--- src/source/flash_defines.svh ---
/*
 * Macros for the quad-SPI flash read port
 * Fast-read command code, dummy clock count and flash byte address width
 */

`ifndef FLASH_DEFINES_SVH
`define FLASH_DEFINES_SVH

// Quad-output fast read, command on io0 and data back on io[3:0]
`define FLASH_CMD_QREAD 8'h6B

// Flash clocks between the last address bit and the first data nibble
`define FLASH_DUMMY_CLKS 8

// Flash byte address width, three address bytes on the wire
`define FLASH_ADDR_BITS 24

`endif

--- src/source/flash_pkg.sv ---
/*
 * Shared types for the quad-SPI flash read port
 * Address, word and nibble vectors and the reader state encoding
 */

`include "flash_defines.svh"

package flash_pkg;

    // Byte address exactly as it is shifted out to the flash
    typedef logic [`FLASH_ADDR_BITS-1:0] flash_byte_addr_t;

    // Wishbone addresses whole words, so the two byte select bits are gone
    typedef logic [`FLASH_ADDR_BITS-3:0] wb_word_addr_t;

    // Byte at the lowest flash address lives in bits 7:0
    typedef logic [31:0] flash_word_t;

    // One value of the io[3:0] bus
    typedef logic [3:0] flash_nibble_t;

    // Sequencer states of the fast-read reader
    typedef enum logic [2:0] {IDLE, CMD, ADDR, DUMMY, DATA, ACK} reader_state_t;

endpackage

--- src/source/flash_io_stage.sv ---
/*
 * Registered pin stage between the flash reader and the flash pins
 * Builds the flash clock from a rising and a falling edge flop, like SB_IO DDR
 */

`timescale 1ns/1ns

module flash_io_stage import flash_pkg::*; (
    input  logic          clk_2x,
    input  logic          rst,

    input  logic [1:0]    flash_clk_ddr,
    input  logic          flash_csn,
    input  logic [3:0]    flash_oe,
    input  flash_nibble_t flash_do,
    output flash_nibble_t flash_di,

    output logic          pin_clk,
    output logic          pin_csn,
    output logic [3:0]    pin_oe,
    output flash_nibble_t pin_do,
    input  flash_nibble_t pin_di
);

    // Half-cycle copies of the DDR clock pair
    logic clk_rise_q;
    logic clk_fall_q;

    // Control pins come out of reset with the flash deselected and io released
    always_ff @(posedge clk_2x) begin
        if (rst) begin
            pin_csn    <= 1'b1;
            pin_oe     <= 4'b0000;
            clk_rise_q <= 1'b0;
        end else begin
            pin_csn    <= flash_csn;
            pin_oe     <= flash_oe;
            clk_rise_q <= flash_clk_ddr[0];
        end
    end

    // Data in both directions is registered once on the rising edge
    always_ff @(posedge clk_2x) begin
        pin_do   <= flash_do;
        flash_di <= pin_di;
    end

    // Second half of the clk_2x cycle takes bit 1 of the pair
    always_ff @(negedge clk_2x) begin
        if (rst) begin
            clk_fall_q <= 1'b0;
        end else begin
            clk_fall_q <= flash_clk_ddr[1];
        end
    end

    // Bit 0 drives the pin while clk_2x is high and bit 1 while it is low
    assign pin_clk = clk_2x ? clk_rise_q : clk_fall_q;

endmodule

--- src/source/flash_qspi_reader.sv ---
/*
 * Wishbone classic slave for word reads from a quad-SPI flash
 * Sequences command 0x6B, the byte address, dummy clocks and eight data nibbles
 * Writes are acknowledged one cycle after the request and otherwise dropped
 */

`timescale 1ns/1ns
`include "flash_defines.svh"

module flash_qspi_reader import flash_pkg::*; (
    input  logic          clk_2x,
    input  logic          rst,

    input  logic          wb_cyc,
    input  logic          wb_stb,
    input  logic          wb_we,
    input  wb_word_addr_t wb_adr,
    input  flash_word_t   wb_dat_w,
    output logic          wb_ack,
    output flash_word_t   wb_dat_r,

    output logic [1:0]    flash_clk_ddr,
    output logic          flash_csn,
    output logic [3:0]    flash_oe,
    output flash_nibble_t flash_do,
    input  flash_nibble_t flash_di
);

    // Command byte length in single-bit clocks
    localparam int CMD_BITS = 8;
    // One nibble per clock fills a 32-bit word in eight clocks
    localparam int DATA_CLKS = 8;
    // Output register plus input register between the reader and the flash
    localparam int RTRIP = 2;
    // Data phase keeps going until the last nibble has come back
    localparam int DATA_LAST = DATA_CLKS + RTRIP - 1;
    localparam int TX_BITS = CMD_BITS + `FLASH_ADDR_BITS;

    reader_state_t        state;
    logic [4:0]           bit_cnt;
    logic [TX_BITS-1:0]   tx_sr;
    flash_word_t          rx_sr;
    flash_byte_addr_t     byte_addr;
    logic                 req;
    logic                 clk_on;

    // A classic cycle is requested while both cyc and stb are high
    assign req = wb_cyc && wb_stb;

    // Word address to byte address, the word is 4-byte aligned
    assign byte_addr = {wb_adr, 2'b00};

    // Sequencer state and the per-phase clock counter
    always_ff @(posedge clk_2x) begin
        if (rst) begin
            state   <= IDLE;
            bit_cnt <= '0;
        end else begin
            case (state)
                IDLE: begin
                    bit_cnt <= '0;
                    // The write data on wb_dat_w has nowhere to go and is ignored
                    if (req) begin
                        state <= wb_we ? ACK : CMD;
                    end
                end
                CMD: begin
                    if (bit_cnt == 5'(CMD_BITS - 1)) begin
                        state   <= ADDR;
                        bit_cnt <= '0;
                    end else begin
                        bit_cnt <= bit_cnt + 5'd1;
                    end
                end
                ADDR: begin
                    if (bit_cnt == 5'(`FLASH_ADDR_BITS - 1)) begin
                        state   <= DUMMY;
                        bit_cnt <= '0;
                    end else begin
                        bit_cnt <= bit_cnt + 5'd1;
                    end
                end
                DUMMY: begin
                    if (bit_cnt == 5'(`FLASH_DUMMY_CLKS - 1)) begin
                        state   <= DATA;
                        bit_cnt <= '0;
                    end else begin
                        bit_cnt <= bit_cnt + 5'd1;
                    end
                end
                DATA: begin
                    // Clocks stop after DATA_CLKS but the counter runs on
                    // until the round trip has delivered the last nibble
                    if (bit_cnt == 5'(DATA_LAST)) begin
                        state   <= ACK;
                        bit_cnt <= '0;
                    end else begin
                        bit_cnt <= bit_cnt + 5'd1;
                    end
                end
                ACK: begin
                    // Master drops stb now, so go straight back to idle
                    state <= IDLE;
                end
                default: begin
                    state <= IDLE;
                end
            endcase
        end
    end

    // Command and address go out MSB first on io0
    // The register is loaded while idle and shifted once per clock
    always_ff @(posedge clk_2x) begin
        if (state == IDLE) begin
            tx_sr <= {`FLASH_CMD_QREAD, byte_addr};
        end else if (state == CMD || state == ADDR) begin
            tx_sr <= {tx_sr[TX_BITS-2:0], 1'b0};
        end
    end

    // Nibbles arrive RTRIP cycles after the clock that produced them
    // High nibble of a byte comes first and the lowest byte comes first,
    // so the register ends up holding the bytes in big-endian order
    always_ff @(posedge clk_2x) begin
        if (state == DATA && bit_cnt >= 5'(RTRIP)) begin
            rx_sr <= {rx_sr[27:0], flash_di};
        end
    end

    // Byte swap so that the lowest flash address lands in bits 7:0
    assign wb_dat_r = {rx_sr[7:0], rx_sr[15:8], rx_sr[23:16], rx_sr[31:24]};

    assign wb_ack = (state == ACK);

    // One flash clock per cycle through command, address, dummy and data
    always_comb begin
        case (state)
            CMD, ADDR, DUMMY: clk_on = 1'b1;
            DATA:             clk_on = (bit_cnt < 5'(DATA_CLKS));
            default:          clk_on = 1'b0;
        endcase
    end

    // DDR value 01 means high in the first half of clk_2x and low in the second
    assign flash_clk_ddr = clk_on ? 2'b01 : 2'b00;

    // Chip select is released in the ack cycle, ending the flash transaction
    assign flash_csn = (state == IDLE) || (state == ACK);

    // Only io0 is driven, and only while command and address are shifted
    assign flash_oe = (state == CMD || state == ADDR) ? 4'b0001 : 4'b0000;

    assign flash_do = {3'b000, tx_sr[TX_BITS-1]};

endmodule

--- src/source/flash_subsystem.sv ---
/*
 * Quad-SPI flash read port top level
 * Wishbone reader feeding the registered flash pin stage
 */

`timescale 1ns/1ns

module flash_subsystem import flash_pkg::*; (
    input  logic          clk_2x,
    input  logic          rst,

    input  logic          wb_cyc,
    input  logic          wb_stb,
    input  logic          wb_we,
    input  wb_word_addr_t wb_adr,
    input  flash_word_t   wb_dat_w,
    output logic          wb_ack,
    output flash_word_t   wb_dat_r,

    output logic          pin_clk,
    output logic          pin_csn,
    output logic [3:0]    pin_oe,
    output flash_nibble_t pin_do,
    input  flash_nibble_t pin_di
);

    // Reader side of the pin stage, one clk_2x cycle ahead of the pins
    logic [1:0]    flash_clk_ddr;
    logic          flash_csn;
    logic [3:0]    flash_oe;
    flash_nibble_t flash_do;
    flash_nibble_t flash_di;

    flash_qspi_reader reader (
        .clk_2x        (clk_2x),
        .rst           (rst),
        .wb_cyc        (wb_cyc),
        .wb_stb        (wb_stb),
        .wb_we         (wb_we),
        .wb_adr        (wb_adr),
        .wb_dat_w      (wb_dat_w),
        .wb_ack        (wb_ack),
        .wb_dat_r      (wb_dat_r),
        .flash_clk_ddr (flash_clk_ddr),
        .flash_csn     (flash_csn),
        .flash_oe      (flash_oe),
        .flash_do      (flash_do),
        .flash_di      (flash_di)
    );

    // Pin registers and DDR clock generation
    flash_io_stage io_stage (
        .clk_2x        (clk_2x),
        .rst           (rst),
        .flash_clk_ddr (flash_clk_ddr),
        .flash_csn     (flash_csn),
        .flash_oe      (flash_oe),
        .flash_do      (flash_do),
        .flash_di      (flash_di),
        .pin_clk       (pin_clk),
        .pin_csn       (pin_csn),
        .pin_oe        (pin_oe),
        .pin_do        (pin_do),
        .pin_di        (pin_di)
    );

endmodule
--- config.mk ---
export PLATFORM = sky130hd
export DESIGN_NAME = flash_subsystem
export DESIGN_NICKNAME = d
export VERILOG_FILES = /design/src/source/flash_pkg.sv /design/src/source/flash_io_stage.sv /design/src/source/flash_qspi_reader.sv /design/src/source/flash_subsystem.sv
export VERILOG_INCLUDE_DIRS = /design/src /design/src/source
export SDC_FILE = /design/constraint.sdc
export NUM_CORES = 1
export LEC_CHECK = 0
export ABC_AREA = 1
export BUFFER_PORTS_ARGS = -buffer_cell sky130_fd_sc_hd__buf_2
export CAP_MARGIN = 20
export CORE_UTILIZATION = 53
export CTS_CLUSTER_SIZE = 25
export DETAILED_ROUTE_END_ITERATION = 6
export PLACE_DENSITY = 0.91
export SLEW_MARGIN = 15
export SYNTH_ARGS = -nofsm -noshare
export SYNTH_HDL_FRONTEND = slang
export SYNTH_SLANG_ARGS = --single-unit
--- constraint.sdc ---
create_clock -name clk_2x -period 3.45 [get_ports clk_2x]
set_clock_uncertainty 0.1 [all_clocks]
set_input_delay 0.5175 -clock clk_2x [delete_from_list [all_inputs] [get_ports clk_2x]]
set_output_delay 0.5175 -clock clk_2x [all_outputs]
set_load 0.1 [all_outputs]
==> out/qor.yml, run 1 <==
synthTopCellsByArea: "edfxtp_1 52%, dfxtp_1 15%, mux2_4 9.2%"
critical_path.cell_chain: "clkbuf_8, clkbuf_8, nand2_1, inv_1, buf_2"
grt_pass1_vias: 1922
sw_frac_of_total: 0.356
dpl_worst_slack_ns: 0.763
endpoint_kind: "primary output"
hpwl_um: 3900
synthFlopType: "edfxtp_1"
slew_headroom: 0.400
drt_pass1_iterations: 4
pwr-share-clk: 0.238
fin_setup_tns_ns: 0
muxShareOfSynthArea: 0.0991
synth_top_family_by_area: "simple AND/OR/NAND/NOR gates"
drtIter0Drc: 127
p_seq_frac: 0.437
start_kind: "clock port"
n_fill_cell: 414
coreArea_um2: 5570
via_count: 2037
yosys.area.top_type: "edfxtp_1"
grt_max_degree: 33
crit_slowest_cell: "buf_2"
fin_util: 0.665
avgViaCountPerCell: 5.11
synth_compound_area_frac: 0.0234
path_max_fanout: 2
p_int_mw: 2.10
synth_top_area_share: 0.522
gr-total-overflow: 0
setup_viol: 0
drive_gt1_frac: 0.346
die_w_um: 78.5
post_cts_resized: 0
layout.cells.non_filler: 399
antenna_found_initial: 0
peakVddDrop_uv: 641
insertion_delay_ns: 0.45
grt_setup_unrepaired: "no"
wl_per_cell_um: 14.5
ant_nets: 0
wirelength_um: 5790
status: "complete, no violations"
place.gp.congestion: 0.905
synthXorXnorAreaFrac: 0
hold_class: "in2reg"
drv_slew: 0
hold_ws_ns: 0.0672
io_pins: 106
start_util: 0.557
ys_warn_count: 0
port_buffers: 67
ys_types: 24
p_comb_frac: 0.325
final_area_um2: 3700
final_nets: 388
rows: 27
netlist_area_um2: 3110
ys_seq_area_frac: 0.677
synth-simple-area-share: 0.135
cts_tree: "done"
p_total_mw: 3.26
place_inst: 380
die_area_um2: 6170
whs_path_depth: 1
p_per_area_nw_per_um2: 880
drc_errors: 0
areaGrowthSynthToFinish_pct: 19.3
synth_cells: 247
r2r_cells: 3
async_flop_share: 0
grt_pass1_wl_um: 9450
crit_top_cell: "clkbuf_8"
setup_ws_ns: 0.516
post_cts_buffers: 0
cap_violations: 0
synth_area_per_cell_um2: 12.6
critPathArrivalTime_ns: 2.32
required_ns: 2.83
yosys.area_share.adder: 0.0121
grt_use_total: 0.213
hold_viol: 0
netSwitchingPower_mw: 1.16
antennaDiodeCount: 0
post_dp_cell_area_um2: 3470
power.leakage_nw: 1.62
synth_edf_count: 54
critPathKind: "clk2out"
postCtsHoldBufs: 0
worst_pin_slew_ns: 0.898
path_clk_slew_ns: 0.08
die_h_um: 78.5
cp_slowest_stage_delay_ns: 0.28
synth-seq-cells: 78
==> cells in the final DEF (no fill, tap or decap), types with 6 or more instances in the layout <==
cell and n:
o21ai_0 7, edfxtp_1 54, mux2_4 19, dfxtp_1 24
buf_2 67, inv_1 18, conb_1 6, clkbuf_8 15
nand3_1 17, nand2_1 43, nor2_1 31
==> power groups by stage <==
stage               Combinational (mW)  Sequential [mW]  Clock [mW]
global route                      1.15             1.45       0.833
global placement                  1.01             1.43      0.0402
finish                            1.06             1.43       0.776
detailed placement                1.05             1.44      0.0402
CTS                               1.06             1.42       0.791
floorplan                        0.760             1.56      0.0366
==> cells by family (layout without fill, tap and decap cells) <==
family | after synthesis | in the layout
other cells | 1 | 6
simple gates | 99 | 99
flops | 78 | 78
mux | 21 | 21
fa+ha+maj | 3 | 3
compound gates | 13 | 13
buf+inv | 32 | 107
==> state kept, by name, indices dropped and copies added (netlist names) <==
| register | flops |
|---|---|
| io_stage.clk_rise_q | 1 |
| io_stage.flash_di | 4 |
| io_stage.pin_csn | 1 |
| io_stage.pin_do | 1 |
| io_stage.pin_oe | 1 |
| reader.bit_cnt | 5 |
| reader.rx_sr | 32 |
| reader.state | 3 |
| reader.tx_sr | 30 |
==> path summary, 6_finish.rpt <==
| check | from | slack (ns) | end |
|---|---|---|---|
| setup reg to reg | reader.state[0]$_SDFFE_PP0P_ | 1.22 | reader.tx_sr[11]$_DFFE_PP_ |
| setup / recovery | clk_2x | 0.52 | pin_clk |
| hold reg to reg | reader.tx_sr[31]$_SDFFE_PP0P_ | 0.26 | io_stage.pin_do[0]$_DFF_P_ |
| hold / removal | pin_di[3] | 0.07 | io_stage.flash_di[3]$_DFF_P_ |
==> final cells by class <==
cell class,count,area [um^2],area share
clock buffer,16,211,0.0571
clock inverter,5,32.5,0.00878
timing repair buffer,67,338,0.0912
inverter,19,71.3,0.0193
sequential,78,2100,0.567
tap,72,90.1,0.0243
multi-input combinational,142,860,0.232
==> routing by layer <==
| metal | share of wire | routed length [um] | vias up | global-route usage |
|---|---|---|---|---|
| met2 | 0.48 | 2750 | 90 | 0.314 |
| li1 | - | - | 987 | - |
| met3 | 0.078 | 454 | 7 | 0.0744 |
| met1 | 0.43 | 2490 | 953 | 0.275 |
| met4 | 0.015 | 86 | 0 | 0.119 |
| met5 | 0 | 0 | - | 0 |
==> Yosys cell counts, drive strengths merged (2+ instances only) <==
cell    number
a21oi        3
edfxtp      54
buf         12
nand4        2
nor3         3
o21ai        7
nor2        33
inv         20
ha           3
nand2       44
mux2        21
nand3       17
dfxtp       24
==> worst max-delay path: cells and delay by family <==
kind                   cells  cell delay [ns]
AND/OR/NAND/NOR            1             0.05
buffers and inverters      4             0.54
(Power assumes the default switching activity.)
==> run 2, diff against run 1 <==
--- a/config.mk
+++ b/config.mk
@@ -9,10 +9,10 @@
 export ABC_AREA = 1
 export BUFFER_PORTS_ARGS = -buffer_cell sky130_fd_sc_hd__buf_2
 export CAP_MARGIN = 20
-export CORE_UTILIZATION = 53
+export CORE_UTILIZATION = 45
 export CTS_CLUSTER_SIZE = 25
 export DETAILED_ROUTE_END_ITERATION = 6
-export PLACE_DENSITY = 0.91
+export PLACE_DENSITY = 0.83
 export SLEW_MARGIN = 15
 export SYNTH_ARGS = -nofsm -noshare
 export SYNTH_HDL_FRONTEND = slang
==> constraint.sdc (replaced) <==
create_clock -name clk_2x -period 2.4 [get_ports clk_2x]
set_clock_uncertainty 0.1 [all_clocks]
set_input_delay 0.36 -clock clk_2x [delete_from_list [all_inputs] [get_ports clk_2x]]
set_output_delay 0.36 -clock clk_2x [all_outputs]
set_load 0.1 [all_outputs]
==> run 2 against run 1 <==
  * Combinational power rose by 45%
  * Non-clock buffer count rose by 6
  * Largest cell class unchanged
  * Via count fell by 1.4%
  * Critical endpoint unchanged
  * Cell count rose by 2.8%
  * Sequential power rose by 43%
  * Highest routed layer unchanged
  * Die area rose by 17%
  * Sequential share of layout area fell by 0.81 points
  * Utilization fell by 8.6 points
  * Design area rose by 1.5%
==> out/qor.yml, run 2 (synthesized netlist as in run 1, its figures left out) <==
ant_nets: 0  # unchanged
wl_per_cell_um: 13.6  # was 14.5 um
hold_start: "rst"  # was pin_di[3]
grt_setup_unrepaired: "no"  # unchanged
final_nets: 394  # was 388
pwr-share-clk: 0.234  # was 0.238
p_seq_frac: 0.437  # about the same
r2r_start: "reader.state[0]$_SDFFE_PP0P_"  # unchanged
areaGrowthSynthToFinish_pct: 21.0  # was 19.3%
cts_tree: "done"  # unchanged
r2r-end: "reader.tx_sr[20]$_DFFE_PP_"  # was reader.tx_sr[11]$_DFFE_PP_
drv_slew: 0  # unchanged
post_cts_buffers: 0  # unchanged
hold_end: "reader.bit_cnt[3]$_SDFFE_PP0P_"  # was io_stage.flash_di[3]$_DFF_P_
layout_common_cells: "67 x buf_2, 54 x edfxtp_1, 43 x nand2_1"  # unchanged
r2r_cells: 4  # was 3
final_common_cell: "buf_2"  # unchanged
hold_ws_ns: 0.0931  # was 0.0672 ns
cap_violations: 0  # unchanged
start_util: 0.478  # was 0.557
start_kind: "clock port"  # unchanged
gr-total-overflow: 0  # unchanged
wl_met1_um: 2490  # about the same
wirelength_um: 5560  # was 5790 um
wl_met2_um: 2670  # was 2750 um
place.gp.congestion: 0.849  # was 0.905
grt_max_degree: 33  # unchanged
largest_reg_flops: 32  # unchanged
avgViaCountPerCell: 4.90  # was 5.11
hold_class: "in2reg"  # unchanged
wl_met3_um: 327  # was 454 um
critPathKind: "clk2out"  # unchanged
whs_path_depth: 2  # was 1
setup_ws_ns: 0.143  # was 0.516 ns
post_dp_cell_area_um2: 3500  # was 3470 um^2
drtIter0Drc: 107  # was 127
status: "complete, no violations"  # unchanged
antennaDiodeCount: 0  # unchanged
hpwl_um: 3890  # was 3900 um
die_w_um: 85.1  # was 78.5 um
grt_use_total: 0.162  # was 0.213
required_ns: 1.94  # was 2.83 ns
peakVddDrop_uv: 1060  # was 641 uV
coreArea_um2: 6490  # was 5570 um^2
insertion_delay_ns: 0.44  # was 0.45 ns
layout_top_registers: "reader.rx_sr (32), reader.tx_sr (30), reader.bit_cnt (5)"  # unchanged
rows: 29  # was 27
grt_pass1_wl_um: 8670  # was 9450 um
fin_setup_tns_ns: 0  # unchanged
port_buffers: 67  # unchanged
io_pins: 106  # unchanged
p_int_mw: 3.05  # was 2.10 mW
p_total_mw: 4.66  # was 3.26 mW
dpl_worst_slack_ns: 0.395  # was 0.763 ns
netSwitchingPower_mw: 1.61  # was 1.16 mW
p_per_area_nw_per_um2: 1240  # was 880 nW/um^2
sw_frac_of_total: 0.346  # was 0.356
power.leakage_nw: 1.65  # was 1.62 nW
drt_pass1_iterations: 4  # unchanged
top_register: "reader.rx_sr"  # unchanged
antenna_found_initial: 0  # unchanged
p_comb_frac: 0.329  # was 0.325
path_clk_slew_ns: 0.07  # was 0.08 ns
setup_viol: 0  # unchanged
die_h_um: 85.1  # was 78.5 um
critPathArrivalTime_ns: 1.80  # was 2.32 ns
endpoint_kind: "primary output"  # unchanged
final_area_um2: 3760  # was 3700 um^2
die_area_um2: 7240  # was 6170 um^2
rrSetupSlack_ns: 0.56  # was 1.22 ns
path_max_fanout: 2  # unchanged
grt_pass1_vias: 1896  # was 1922
hold_viol: 0  # unchanged
via_count: 2008  # was 2037
highest_layer: "met4"  # unchanged
drive_gt1_frac: 0.336  # was 0.346
drc_errors: 0  # unchanged
[run 2: changes by cell type in the layout (fill, tap and decap cells not counted), sizes merged]
cell,before,now
dlygate4sd3,0,4
clkinv,0,3
buf,68,70
clkinvlp,3,1
bufinv,0,1
clkbuf,15,14
inv,21,20
[run 2: worst max-delay path, cell delays in order]
cell      delay [ns]
clkbuf_8        0.11
clkbuf_8        0.12
nand2_1         0.06
inv_1           0.03
buf_2           0.28
[run 2: metrics by stage]
stage | cells | utilization
finish | 410 | 0.579
global placement | 387 | 0.538
detailed placement | 387 | 0.538
global route | 410 | 0.579
floorplan | 252 | -
CTS | 410 | 0.579
[run 2: timing repair]
item | 4_1_cts | 5_1_grt
resized for setup | 0 | 0
endpoints found under the setup margin | 0 | 0
hold buffers | 4 | 0
hold endpoints to repair | 4 | 0
[run 2: power by group through the flow]
stage | combinational, mW | clock [mW] | sequential (mW)
after floorplan | 1.09 | 0.0525 | 2.25
after global placement | 1.48 | 0.0577 | 2.05
after detailed placement | 1.52 | 0.0577 | 2.06
after CTS | 1.54 | 1.12 | 2.04
after global routing | 1.65 | 1.18 | 2.07
final | 1.54 | 1.09 | 2.04
[run 2: how the worst max path moves through the flow]
stage	slack, ns	cells past startpoint	startpoint	endpoint
4_1_cts	0.13	5	clk_2x	pin_clk
5_1_grt	0.12	5	clk_2x	pin_clk
6_report	0.14	5	clk_2x	pin_clk
3_5_place_dp	0.40	3	clk_2x	pin_clk
3_3_place_gp	0.40	3	clk_2x	pin_clk
2_1_floorplan	0.18	2	reader.state[0]$_SDFFE_PP0P_	wb_ack
[run 2: cell type report]
class | instances | area [um^2]
clock inverters | 6 | 53.8
well taps | 77 | 96.3
clock buffers | 15 | 178
inverters | 19 | 71.3
flip-flops and latches | 78 | 2100
fillers | 525 | 2740
multi-input cells | 142 | 865
repair buffers | 73 | 393
[run 2: per-layer routing]
layer  vias to the layer above  global-route usage
li1                        989                   -
met1                       942               0.193
met2                        70               0.257
met3                         7              0.0584
met4                         0              0.0847
met5                         -                   0
==> run 3, diff against run 2 <==
--- a/config.mk
+++ b/config.mk
@@ -13,6 +13,7 @@
 export CTS_CLUSTER_SIZE = 25
 export DETAILED_ROUTE_END_ITERATION = 6
 export PLACE_DENSITY = 0.83
+export REMOVE_ABC_BUFFERS = 1
 export SLEW_MARGIN = 15
 export SYNTH_ARGS = -nofsm -noshare
 export SYNTH_HDL_FRONTEND = slang
==> run 3 against run 2 <==
  * Die area unchanged
  * Combinational power about the same
  * Sequential cell count unchanged
  * Clock power increased by 6%
  * Critical endpoint unchanged
  * Largest cell class unchanged
  * Largest power group unchanged
==> out/qor.yml, run 3 (synthesized netlist as in run 1, its figures left out) <==
avgViaCountPerCell: 4.96  # was 4.90
ant_nets: 0  # unchanged
start_util: 0.478  # unchanged
period_share: 0.937
place.gp.congestion: 0.849  # about the same
status: "complete, no violations"  # unchanged
drive_gt1_frac: 0.343  # was 0.336
grt_pass1_wl_um: 8680  # was 8670 um
setup_viol: 0  # unchanged
cap_violations: 0  # unchanged
via_count: 2029  # was 2008
grt_setup_unrepaired: "no"  # unchanged
coreArea_um2: 6490  # unchanged
grt_pass1_vias: 1846  # was 1896
port_buffers: 67  # unchanged
insertion_delay_ns: 0.45  # was 0.44 ns
p_int_mw: 3.06  # was 3.05 mW
drc_errors: 0  # unchanged
power.leakage_nw: 1.66  # was 1.65 nW
top_register: "reader.rx_sr"  # unchanged
p_per_area_nw_per_um2: 1260  # was 1240 nW/um^2
hold_viol: 0  # unchanged
start_kind: "clock port"  # unchanged
path_max_fanout: 2  # unchanged
die_w_um: 85.1  # unchanged
fin_setup_tns_ns: 0  # unchanged
die_area_um2: 7240  # unchanged
layout_common_cells: "67 x buf_2, 54 x edfxtp_1, 43 x nand2_1"  # unchanged
hold_ws_ns: 0.0956  # was 0.0931 ns
p_total_mw: 4.73  # was 4.66 mW
hpwl_um: 3680  # was 3890 um
cts_tree: "done"  # unchanged
die_h_um: 85.1  # unchanged
dpl_worst_slack_ns: 0.395  # unchanged
sw_frac_of_total: 0.353  # was 0.346
path_clk_slew_ns: 0.08  # was 0.07 ns
drv_slew: 0  # unchanged
endpoint_kind: "primary output"  # unchanged
io_pins: 106  # unchanged
grt_max_degree: 33  # unchanged
timing.fmax_mhz: 447
fin_crit_ns: 2.25
pwr-share-clk: 0.246  # was 0.234
peakVddDrop_uv: 871  # was 1060 uV
final_nets: 393  # was 394
required_ns: 1.94  # about the same
layout_top_registers: "reader.rx_sr (32), reader.tx_sr (30), reader.bit_cnt (5)"  # unchanged
wirelength_um: 5600  # was 5560 um
rows: 29  # unchanged
rrSetupSlack_ns: 0.58  # was 0.56 ns
wl_per_cell_um: 13.7  # was 13.6 um
critPathKind: "clk2out"  # unchanged
fin_util: 0.579  # about the same
hold_class: "in2reg"  # unchanged
final_common_cell: "buf_2"  # unchanged
antenna_found_initial: 0  # unchanged
drtIter0Drc: 74  # was 107
antennaDiodeCount: 0  # unchanged
critPathArrivalTime_ns: 1.79  # was 1.80 ns
drt_pass1_iterations: 4  # unchanged
setup_ws_ns: 0.152  # was 0.143 ns
p_seq_frac: 0.432  # was 0.437
p_comb_frac: 0.322  # was 0.329
largest_reg_flops: 32  # unchanged
post_cts_resized: 0  # unchanged
netSwitchingPower_mw: 1.67  # was 1.61 mW
grt_use_total: 0.162  # about the same
areaGrowthSynthToFinish_pct: 21.1  # was 21.0%
gr-total-overflow: 0  # unchanged
==> run 3: cell types whose count changed in the layout (fill, tap and decap cells not counted), moves of 2 or more <==
| cell | delta |
|---|---|
| clkinv_1 | -2 |
| clkinv_2 | +2 |
| clkbuf_1 | -2 |
| inv_6 | +2 |
==> run 3: repair_timing <==
| item | in CTS | in global routing |
|---|---|---|
| endpoints found under the hold margin | 4 | 0 |
| hold buffers | 4 | 0 |
| setup buffers | 0 | 0 |
==> run 3: layout make-up <==
cell class,count,area (um^2)
fillers,531,2740
multi-input cells,142,860
clock buffers,13,170
inverters,19,71.3
clock inverters,8,75.1
repair buffers,72,385
flip-flops and latches,78,2100
well taps,77,96.3
==> run 3: power by group through the flow <==
stage / Sequential [mW] / Combinational [mW] / Clock [mW]
3_5_place_dp: 2.06 / 1.51 / 0.0577
5_1_grt: 2.07 / 1.66 / 1.24
4_1_cts: 2.04 / 1.53 / 1.18
3_3_place_gp: 2.05 / 1.48 / 0.0577
2_1_floorplan: 2.25 / 1.02 / 0.0525
6_report: 2.04 / 1.52 / 1.16
==> run 3: worst paths after layout <==
path / depth (start not counted) / endpoint / startpoint
worst max-delay path: 5 / pin_clk / clk_2x
worst min-delay path: 2 / reader.bit_cnt[1]$_SDFFE_PP0P_ / rst
worst max register to register: 5 / reader.rx_sr[3]$_DFFE_PP_ / reader.bit_cnt[0]$_SDFFE_PP0P_
worst min register to register: 0 / io_stage.pin_do[0]$_DFF_P_ / reader.tx_sr[31]$_SDFFE_PP0P_
==> run 3: critical path, cell delays in order <==
cell and delay [ns]:
clkbuf_8 0.11, clkbuf_8 0.11, nand2_1 0.06, inv_1 0.03, buf_2 0.28
==> run 3: per-stage QoR <==
step	area, um^2	cells
6_report	3760	409
4_1_cts	3760	409
5_1_grt	3760	409
3_5_place_dp	3480	386
3_3_place_gp	3480	386
2_1_floorplan	3040	240
==> run 3: routing by layer <==
layer | vias up | routed length, um | track usage | share of wire
met2 | 82 | 2600 | 0.240 | 0.46
li1 | 990 | - | - | -
met4 | 0 | 145 | 0.100 | 0.026
met1 | 947 | 2470 | 0.204 | 0.44
met5 | - | 0 | 0 | 0
met3 | 10 | 386 | 0.0564 | 0.069
